**src/hdl/cmd_pkg.sv**
```systemverilog
`default_nettype none

package cmd_pkg;

  // ####################
  // command word
  // ####################

  // flag in bit 15, address in bits 14 to 8, data byte in bits 7 to 0
  localparam int CMD_WIDTH = 16;
  localparam int RW_BIT    = 15;

  // values of the flag bit
  localparam logic CMD_WRITE = 1'b1;
  localparam logic CMD_READ  = 1'b0;

  // ####################
  // types
  // ####################

  typedef logic [CMD_WIDTH-1:0] cmd_t;  // one host command

endpackage

`default_nettype wire

```
**src/hdl/uart_cfg_pkg.sv**
```systemverilog
`default_nettype none

package uart_cfg_pkg;

  // ####################
  // frame layout
  // ####################

  // one start bit, the data bits, one even parity bit and one stop bit
  localparam int DATA_BITS  = 8;
  localparam int FRAME_BITS = 11;

  // bit counters have to reach FRAME_BITS - 1
  localparam int BIT_CNT_W  = 4;

  // ####################
  // payload
  // ####################

  typedef logic [DATA_BITS-1:0] data_t;  // a single byte on the line

endpackage

`default_nettype wire

```
**src/hdl/frame_ifs.sv**
```systemverilog
`timescale 1ns/1ps
`default_nettype none

// link from the sequencer to the serializer
interface tx_frame_if;
  logic                start;  // one-cycle launch request
  uart_cfg_pkg::data_t data;   // byte to send, sampled with start
  logic                busy;   // high for the whole frame
  logic                done;   // last cycle of the stop bit

  modport sequencer (
    output start,
    output data,
    input  busy,
    input  done
  );

  modport engine (
    input  start,
    input  data,
    output busy,
    output done
  );
endinterface

// link from the deserializer to the sequencer
interface rx_frame_if;
  logic                enable;     // the line is watched only while this is high
  uart_cfg_pkg::data_t data;       // received byte
  logic                valid;      // one-cycle pulse per frame
  logic                parity_ok;  // qualifies data in the valid cycle

  modport sequencer (
    output enable,
    input  data,
    input  valid,
    input  parity_ok
  );

  modport engine (
    input  enable,
    output data,
    output valid,
    output parity_ok
  );
endinterface

`default_nettype wire

```
**src/hdl/cmd_sequencer.sv**
```systemverilog
`timescale 1ns/1ps
`default_nettype none

module cmd_sequencer #(
  parameter int BR       = 434,
  parameter int GAP_BITS = 2
) (
  input  logic                clk,
  input  logic                rst_n,
  input  cmd_pkg::cmd_t       cmd_in,
  input  logic                cmd_vld,
  output logic                cmd_rdy,
  output uart_cfg_pkg::data_t read_data,
  output logic                read_rdy,
  tx_frame_if.sequencer       txf,
  rx_frame_if.sequencer       rxf
);

  localparam int GAP_CYC = GAP_BITS * BR;
  localparam int GAP_W   = $clog2(GAP_CYC);

  typedef logic [GAP_W-1:0] gap_t;

  typedef enum logic [2:0] {
    IDLE,
    LAUNCH,
    SEND_HI,
    GAP,
    SEND_LO,
    WAIT_RX,
    FINISH
  } state_t;

  state_t        state;
  cmd_pkg::cmd_t cmd_buf;
  gap_t          gap_cnt;
  logic          start;
  logic          accept;
  logic          reply_good;

  assign accept     = cmd_vld && cmd_rdy;
  assign reply_good = (state == WAIT_RX) && rxf.valid && rxf.parity_ok;

  // the low byte goes out only in the second frame of a write
  assign txf.start  = start;
  assign txf.data   = (state == SEND_LO) ? cmd_buf[uart_cfg_pkg::DATA_BITS-1:0]
                                         : cmd_buf[cmd_pkg::CMD_WIDTH-1 -: uart_cfg_pkg::DATA_BITS];
  assign rxf.enable = (state == WAIT_RX);

  // ####################
  // command FSM
  // ####################
  always_ff @(posedge clk or negedge rst_n)
  begin
    if (!rst_n)
    begin
      state   <= IDLE;
      start   <= 1'b0;
      gap_cnt <= '0;
    end
    else
    begin
      start <= 1'b0;
      unique case (state)
        IDLE:
          if (accept)
            state <= LAUNCH;
        LAUNCH:
          if (!txf.busy)
          begin
            start <= 1'b1;
            state <= SEND_HI;
          end
        SEND_HI:
          if (txf.done)
          begin
            gap_cnt <= '0;
            case (cmd_buf[cmd_pkg::RW_BIT])
              cmd_pkg::CMD_WRITE: state <= GAP;
              cmd_pkg::CMD_READ:  state <= WAIT_RX;
              default:            state <= IDLE;
            endcase
          end
        GAP:
          // start is registered, so it is raised one cycle before the gap ends
          if (gap_cnt == gap_t'(GAP_CYC - 2))
          begin
            start <= 1'b1;
            state <= SEND_LO;
          end
          else
            gap_cnt <= gap_cnt + 1'b1;
        SEND_LO:
          if (txf.done)
            state <= FINISH;
        WAIT_RX:
          if (rxf.valid)
            state <= FINISH;  // a reply with bad parity ends the read as well
        FINISH:
          state <= IDLE;
        default:
          state <= IDLE;
      endcase
    end
  end

  always_ff @(posedge clk)
  begin
    if (accept)
      cmd_buf <= cmd_in;
  end

  // ready comes back one cycle after the FSM is idle again
  always_ff @(posedge clk or negedge rst_n)
  begin
    if (!rst_n)
      cmd_rdy <= 1'b1;
    else if (accept)
      cmd_rdy <= 1'b0;
    else if (state == IDLE)
      cmd_rdy <= 1'b1;
  end

  always_ff @(posedge clk or negedge rst_n)
  begin
    if (!rst_n)
    begin
      read_data <= '0;
      read_rdy  <= 1'b0;
    end
    else
    begin
      read_rdy <= reply_good;
      if (reply_good)
        read_data <= rxf.data;
    end
  end

endmodule

`default_nettype wire

```
**src/hdl/uart_cmd_bridge.sv**
```systemverilog
`timescale 1ns/1ps
`default_nettype none

module uart_cmd_bridge #(
  parameter int BR       = 434,
  parameter int GAP_BITS = 2
) (
  input  logic                clk,
  input  logic                rst_n,
  input  cmd_pkg::cmd_t       cmd_in,
  input  logic                cmd_vld,
  input  logic                rx,
  output logic                tx,
  output logic                cmd_rdy,
  output uart_cfg_pkg::data_t read_data,
  output logic                read_rdy
);

  tx_frame_if txf ();
  rx_frame_if rxf ();

  // ####################
  // command side
  // ####################
  cmd_sequencer #(
    .BR       (BR),
    .GAP_BITS (GAP_BITS)
  ) u_sequencer (
    .clk       (clk),
    .rst_n     (rst_n),
    .cmd_in    (cmd_in),
    .cmd_vld   (cmd_vld),
    .cmd_rdy   (cmd_rdy),
    .read_data (read_data),
    .read_rdy  (read_rdy),
    .txf       (txf.sequencer),
    .rxf       (rxf.sequencer)
  );

  // ####################
  // line side
  // ####################
  uart_tx_frame #(
    .BR (BR)
  ) u_tx_frame (
    .clk   (clk),
    .rst_n (rst_n),
    .txf   (txf.engine),
    .tx    (tx)
  );

  uart_rx_frame #(
    .BR (BR)
  ) u_rx_frame (
    .clk   (clk),
    .rst_n (rst_n),
    .rxf   (rxf.engine),
    .rx    (rx)
  );

endmodule

`default_nettype wire

```
**src/hdl/uart_rx_frame.sv**
```systemverilog
`timescale 1ns/1ps
`default_nettype none

module uart_rx_frame #(
  parameter int BR = 434
) (
  input  logic       clk,
  input  logic       rst_n,
  rx_frame_if.engine rxf,
  input  logic       rx
);

  localparam int BAUD_W = $clog2(BR);

  typedef logic [BAUD_W-1:0]                  baud_t;
  typedef logic [uart_cfg_pkg::BIT_CNT_W-1:0] bit_idx_t;

  localparam bit_idx_t FIRST_DATA = bit_idx_t'(1);
  localparam bit_idx_t LAST_DATA  = bit_idx_t'(uart_cfg_pkg::DATA_BITS);
  localparam bit_idx_t PAR_SLOT   = bit_idx_t'(uart_cfg_pkg::DATA_BITS + 1);
  localparam bit_idx_t STOP_SLOT  = bit_idx_t'(uart_cfg_pkg::FRAME_BITS - 1);

  logic                rx_meta;
  logic                rx_sync;
  logic                rx_prev;
  logic                active;
  baud_t               baud_cnt;
  bit_idx_t            bit_cnt;
  uart_cfg_pkg::data_t shift_reg;
  logic                parity;
  logic                parity_ok;
  logic                valid;
  logic                start_edge;
  logic                mid_bit;
  logic                data_slot;

  assign start_edge = rxf.enable && !active && rx_prev && !rx_sync;
  assign mid_bit    = active && (baud_cnt == baud_t'(BR / 2));
  assign data_slot  = (bit_cnt >= FIRST_DATA) && (bit_cnt <= LAST_DATA);

  assign rxf.data      = shift_reg;
  assign rxf.valid     = valid;
  assign rxf.parity_ok = parity_ok;

  // two flops against metastability and a third one for the edge
  always_ff @(posedge clk or negedge rst_n)
  begin
    if (!rst_n)
    begin
      rx_meta <= 1'b1;
      rx_sync <= 1'b1;
      rx_prev <= 1'b1;
    end
    else
    begin
      rx_meta <= rx;
      rx_sync <= rx_meta;
      rx_prev <= rx_sync;
    end
  end

  // ####################
  // frame control
  // ####################
  always_ff @(posedge clk or negedge rst_n)
  begin
    if (!rst_n)
    begin
      active   <= 1'b0;
      baud_cnt <= '0;
      bit_cnt  <= '0;
      valid    <= 1'b0;
    end
    else
    begin
      valid <= 1'b0;
      if (!rxf.enable)
        active <= 1'b0;
      else if (start_edge)
      begin
        active   <= 1'b1;
        baud_cnt <= '0;
        bit_cnt  <= '0;
      end
      else if (active)
      begin
        if (baud_cnt == baud_t'(BR - 1))
        begin
          baud_cnt <= '0;
          bit_cnt  <= bit_cnt + 1'b1;
        end
        else
          baud_cnt <= baud_cnt + 1'b1;
        if (mid_bit)
        begin
          if (bit_cnt == '0 && rx_sync)
            active <= 1'b0;  // a line that is high again at mid-bit was only a glitch
          else if (bit_cnt == STOP_SLOT)
          begin
            active <= 1'b0;
            valid  <= 1'b1;
          end
        end
      end
    end
  end

  always_ff @(posedge clk)
  begin
    if (start_edge)
      parity <= 1'b0;
    else if (mid_bit && data_slot)
    begin
      shift_reg <= {rx_sync, shift_reg[uart_cfg_pkg::DATA_BITS-1:1]};
      parity    <= parity ^ rx_sync;
    end
    else if (mid_bit && bit_cnt == PAR_SLOT)
      parity_ok <= (rx_sync == parity);  // even parity over the data bits
  end

endmodule

`default_nettype wire

```
**src/hdl/uart_tx_frame.sv**
```systemverilog
`timescale 1ns/1ps
`default_nettype none

module uart_tx_frame #(
  parameter int BR = 434
) (
  input  logic       clk,
  input  logic       rst_n,
  tx_frame_if.engine txf,
  output logic       tx
);

  localparam int BAUD_W = $clog2(BR);

  typedef logic [BAUD_W-1:0]                  baud_t;
  typedef logic [uart_cfg_pkg::BIT_CNT_W-1:0] bit_idx_t;

  localparam bit_idx_t LAST_BIT  = bit_idx_t'(uart_cfg_pkg::FRAME_BITS - 1);
  localparam bit_idx_t PAR_SLOT  = bit_idx_t'(uart_cfg_pkg::DATA_BITS);

  baud_t               baud_cnt;
  bit_idx_t            bit_cnt;
  uart_cfg_pkg::data_t shift_reg;
  logic                parity;
  logic                busy;
  logic                load;
  logic                bit_end;
  logic                next_is_data;

  assign load         = txf.start && !busy;
  assign bit_end      = busy && (baud_cnt == baud_t'(BR - 1));
  assign next_is_data = bit_cnt < PAR_SLOT;  // bits 0 to 7 are followed by a data bit

  assign txf.busy = busy;
  assign txf.done = bit_end && (bit_cnt == LAST_BIT);

  // ####################
  // bit timing
  // ####################
  always_ff @(posedge clk or negedge rst_n)
  begin
    if (!rst_n)
    begin
      busy     <= 1'b0;
      baud_cnt <= '0;
      bit_cnt  <= '0;
    end
    else if (load)
    begin
      busy     <= 1'b1;
      baud_cnt <= '0;
      bit_cnt  <= '0;
    end
    else if (bit_end)
    begin
      baud_cnt <= '0;
      if (bit_cnt == LAST_BIT)
        busy <= 1'b0;  // stop bit is over
      else
        bit_cnt <= bit_cnt + 1'b1;
    end
    else if (busy)
      baud_cnt <= baud_cnt + 1'b1;
  end

  // the level of the next bit is set up at the end of the current one
  always_ff @(posedge clk or negedge rst_n)
  begin
    if (!rst_n)
      tx <= 1'b1;
    else if (load)
      tx <= 1'b0;  // start bit
    else if (bit_end)
    begin
      if (next_is_data)
        tx <= shift_reg[0];  // LSB first
      else if (bit_cnt == PAR_SLOT)
        tx <= parity;  // parity already covers all eight bits here
      else
        tx <= 1'b1;  // stop bit and then idle
    end
  end

  always_ff @(posedge clk)
  begin
    if (load)
    begin
      shift_reg <= txf.data;
      parity    <= 1'b0;
    end
    else if (bit_end && next_is_data)
    begin
      shift_reg <= {1'b0, shift_reg[uart_cfg_pkg::DATA_BITS-1:1]};
      parity    <= parity ^ shift_reg[0];
    end
  end

endmodule

`default_nettype wire

```
**config.mk**
```make
export PLATFORM = sky130hd
export DESIGN_NAME = uart_cmd_bridge
export DESIGN_NICKNAME = d
export VERILOG_FILES = /design/src/hdl/cmd_pkg.sv /design/src/hdl/uart_cfg_pkg.sv /design/src/hdl/frame_ifs.sv /design/src/hdl/cmd_sequencer.sv /design/src/hdl/uart_cmd_bridge.sv /design/src/hdl/uart_rx_frame.sv /design/src/hdl/uart_tx_frame.sv
export SDC_FILE = /design/constraint.sdc
export NUM_CORES = 1
export LEC_CHECK = 0
export BUFFER_PORTS_ARGS = -buffer_cell sky130_fd_sc_hd__clkbuf_2
export CORE_MARGIN = 1
export CORE_UTILIZATION = 50
export CTS_BUF_LIST = sky130_fd_sc_hd__clkbuf_4 sky130_fd_sc_hd__clkbuf_8
export DETAILED_ROUTE_END_ITERATION = 7
export GPL_ROUTABILITY_DRIVEN = 1
export PLACE_DENSITY = 0.68
export SLEW_MARGIN = 25
export SYNTH_ARGS = -nofsm -noshare
export SYNTH_HDL_FRONTEND = slang
export SYNTH_SLANG_ARGS = --single-unit
```
**constraint.sdc**
```tcl
create_clock -name clk -period 2.8 [get_ports clk]
set_clock_uncertainty 0.2 [all_clocks]
set_input_delay 0.7 -clock clk [delete_from_list [all_inputs] [get_ports clk]]
set_output_delay 0.7 -clock clk [all_outputs]
set_load 0.01 [all_outputs]
```
==> flow_summary.json <==
{
  "setup_viol": 0,
  "cts_hold_repair.buffers": 0,
  "drive_gt1_share_pct": 19.4,
  "largest_register_ff_count": 16,
  "drt_drc_violations_left": 0,
  "syn2layout_area_growth_pct": 11.1,
  "post-cts-setup-buffer-count": 0,
  "p_leak_nw": 2.00,
  "antenna_cells": 0,
  "place_hpwl_um": 5680,
  "cts_max_level": 3,
  "critPathSlowestCell": "sky130_fd_sc_hd__or4b_4",
  "effective_utilization_at_floorplan_pct": 52.5,
  "worst_path_cell_chain": "inv_1 > ha_1 > nand4b_1 > or4b_4 > or2_1 > nor4_1",
  "power_density_nw_per_um2": 470,
  "global_route.usage.total_pct": 19.7,
  "postLayoutCoreUtil_pct": 58.3,
  "gp_congestion": 0.826,
  "totalPowerFinal_mw": 2.30,
  "dr_total_vias": 3109,
  "rsz0062_at_grt": "false",
  "synth_warn": 0,
  "cts_resized": 0,
  "grt_pass1_vias": 2982,
  "clock_path_buffers": 2,
  "design.core.area_um2": 8380,
  "vdd.ir_drop.worst_mv": 0.252,
  "hold_violations": 0,
  "cts_tree": "built",
  "drtAntennaViolNets": 0,
  "crit_path_max_incr_delay_ps": 570,
  "synth_async_sr_flop_share_pct": 62.0,
  "reg2reg_slack_ps": 390,
  "worst_setup_path_start_kind": "register",
  "netlist-cell-type-count": 64,
  "critPathBufInv": 1,
  "final_nets": 451,
  "input_output_buffers": 30,
  "timing.critical_path.arrival_ps": 2260,
  "drv_slew": 0,
  "ff2ff_path_depth": 6,
  "hp-class": "in2async",
  "clkLatencyLatePin_ps": 370,
  "drt_iter0_drc": 135,
  "grt_max_degree": 58,
  "worst_setup_hold_path_clk_slew_ps": 110,
  "kind_of_end_point_of_the_critical_path": "register",
  "drt_pass1_iterations": 4,
  "syn_area_um2": 4400,
  "tightest_slew_ps": 651,
  "number_of_enable_flip_flop_cells_after_synthesis": 33,
  "tritoncts.num_buffers": 9,
  "floorplan.die_area_um2": 9180,
  "run_status": "complete, no violations",
  "relSlewSlack_pct": 56.4,
  "die_width_um": 95.8,
  "critical_path_class": "reg2reg",
  "critical_path_peak_fanout": 4,
  "post-route-period-util_pct": 86.2,
  "wl_per_cell_um": 15.4,
  "timing.fmax_mhz": 414,
  "leading_registers_by_flop_count": "u_sequencer.cmd_buf (16), u_sequencer.gap_cnt (10)",
  "fin_crit_ps": 2410,
  "register_bit_total_from_synthesis": 92,
  "final.setup.tns_ps": 0,
  "first_pass_grt_wire_length_um": 13900,
  "grt_remaining_overflow": 0,
  "fp.dieH_um": 95.8,
  "netlist_instances": 382,
  "dominantRegCellSynth": "sky130_fd_sc_hd__dfrtp_1",
  "critPathRequiredTime_ps": 2650,
  "std_cell_rows": 33,
  "top_level_ports": 31,
  "synth_fp_nets": 415,
  "antenna_found_initial": 0,
  "crit-reg2reg-launch": "u_rx_frame.baud_cnt[1]$_DFFE_PN0P_",
  "largest-register": "u_sequencer.cmd_buf",
  "avgSynthCellArea_um2": 11.5,
  "clkSinkCount": 92,
  "register_area_share_after_synthesis_pct": 56.0,
  "timing.rr.end": "u_rx_frame.rxf.parity_ok$_DFFE_PP_",
  "vias_per_inst": 5.89,
  "root_cell_of_the_clock_tree": "sky130_fd_sc_hd__clkbuf_8",
  "detail_route.wirelength_um": 8150,
  "maxCapViolations": 0,
  "critical_path.top_delay_family": "simple AND/OR/NAND/NOR gates"
}
routing by layer:
metal	global-route usage [%]	wire, µm	vias to the layer above
li1	-	-	1506
met1	26.0	3880	1545
met2	32.0	3920	49
met3	4.66	246	9
met4	6.47	108	0
met5	0	0	-
cells in the mapped netlist (all sizes together), types with 3 or more instances:
| cell | number | share of area [%] |
|---|---|---|
| and3b | 3 | 0.60 |
| inv | 13 | 1.1 |
| mux2i | 13 | 3.0 |
| o21a | 4 | 0.68 |
| or4 | 5 | 0.85 |
| o31ai | 9 | 1.5 |
| xnor2 | 7 | 1.4 |
| and3 | 4 | 0.57 |
| o22ai | 3 | 0.43 |
| nor3 | 7 | 0.91 |
| nand4 | 6 | 0.85 |
| and4 | 3 | 0.60 |
| dfstp | 5 | 3.0 |
| or4b | 3 | 0.77 |
| a21oi | 17 | 1.9 |
| clkbuf | 11 | 0.94 |
| o41ai | 4 | 0.80 |
| a31oi | 8 | 1.1 |
| mux2 | 8 | 2.0 |
| nand3 | 16 | 1.8 |
| ha | 13 | 3.7 |
| a31o | 3 | 0.60 |
| edfxtp | 33 | 23 |
| nand3b | 4 | 0.68 |
| o21ai | 26 | 3.0 |
| nand2 | 28 | 2.4 |
| nor2b | 4 | 0.57 |
| nand2b | 10 | 1.4 |
| nor2 | 19 | 1.7 |
| dfrtp | 52 | 30 |
| nor4 | 3 | 0.57 |
| a22o | 4 | 0.80 |
metrics by stage:
| step | hold WS (ps) | instance area, µm² | setup WS, ps | instances |
|---|---|---|---|---|
| floorplan | 145 | 4400 | 438 | 382 |
| global placement | 147 | 4700 | 467 | 512 |
| detailed placement | 148 | 4700 | 379 | 512 |
| CTS | 118 | 4890 | 378 | 528 |
| global route | 136 | 4890 | 169 | 528 |
| finish | 107 | 4890 | 385 | 528 |
cell usage in the layout (no fill, tap or decap), types with 3 or more instances in the layout:
master                     netlist  routed
sky130_fd_sc_hd__a31o_2          3       3
sky130_fd_sc_hd__mux2_2          8       8
sky130_fd_sc_hd__inv_6           0       3
sky130_fd_sc_hd__edfxtp_1       33      33
sky130_fd_sc_hd__dfstp_2         5       5
sky130_fd_sc_hd__nand4_1         6       6
sky130_fd_sc_hd__a21oi_1        17      17
sky130_fd_sc_hd__dfrtp_1        52      52
sky130_fd_sc_hd__nand3_1        16      16
sky130_fd_sc_hd__nand2b_1       10      10
sky130_fd_sc_hd__o22ai_1         3       3
sky130_fd_sc_hd__a31oi_1         8       8
sky130_fd_sc_hd__and4_1          3       3
sky130_fd_sc_hd__nor2b_1         4       4
sky130_fd_sc_hd__and3b_1         3       3
sky130_fd_sc_hd__buf_4           0       6
sky130_fd_sc_hd__nor2_1         18      18
sky130_fd_sc_hd__xnor2_1         7       7
sky130_fd_sc_hd__o41ai_1         4       4
sky130_fd_sc_hd__inv_1          13      13
sky130_fd_sc_hd__nor3_1          6       6
sky130_fd_sc_hd__nand2_1        28      28
sky130_fd_sc_hd__or4_1           5       5
sky130_fd_sc_hd__mux2i_1        13      13
sky130_fd_sc_hd__and3_1          4       4
sky130_fd_sc_hd__o21a_1          4       4
sky130_fd_sc_hd__ha_1           13      13
sky130_fd_sc_hd__o31ai_1         9       9
sky130_fd_sc_hd__nand3b_1        4       4
sky130_fd_sc_hd__o21ai_0        26      26
sky130_fd_sc_hd__a22o_1          4       4
sky130_fd_sc_hd__clkbuf_8        0       9
sky130_fd_sc_hd__clkbuf_2        0      30
logic make-up after synthesis:
| logic type | Yosys count | synth area share (%) |
|---|---|---|
| flops | 92 | 56.0 |
| mux | 21 | 5.00 |
| compound gates | 93 | 13.9 |
| simple gates | 129 | 17.5 |
| buf+inv | 25 | 2.16 |
| fa+ha+maj | 13 | 3.70 |
| xor+xnor | 9 | 1.79 |
worst max path at each step:
stage	from	endpoint	slack [ps]	depth (start not counted)
floorplan	u_rx_frame.baud_cnt[1]$_DFFE_PN0P_	u_rx_frame.rxf.parity_ok$_DFFE_PP_	440	6
global placement	u_rx_frame.baud_cnt[1]$_DFFE_PN0P_	u_rx_frame.rxf.parity_ok$_DFFE_PP_	470	6
detailed placement	u_rx_frame.baud_cnt[1]$_DFFE_PN0P_	u_rx_frame.rxf.parity_ok$_DFFE_PP_	380	6
CTS	u_rx_frame.baud_cnt[1]$_DFFE_PN0P_	u_rx_frame.rxf.parity_ok$_DFFE_PP_	380	6
global route	u_rx_frame.baud_cnt[1]$_DFFE_PN0P_	u_rx_frame.rxf.parity_ok$_DFFE_PP_	170	6
finish	u_rx_frame.baud_cnt[1]$_DFFE_PN0P_	u_rx_frame.rxf.parity_ok$_DFFE_PP_	390	6
power breakdown:
group          switching [mW]  internal, mW
logic                  0.0220        0.0153
registers             0.00176          1.39
clock network           0.520         0.347
final cells by class:
| class | count | area (µm²) |
|---|---|---|
| fill | 721 | 3490 |
| sequential | 92 | 2460 |
| multi-input combinational | 265 | 1840 |
| timing repair buffer | 37 | 215 |
| tap | 105 | 131 |
| clock buffer | 9 | 124 |
| clock inverter | 7 | 63.8 |
| inverter | 13 | 48.8 |
(Power assumes the default switching activity.)
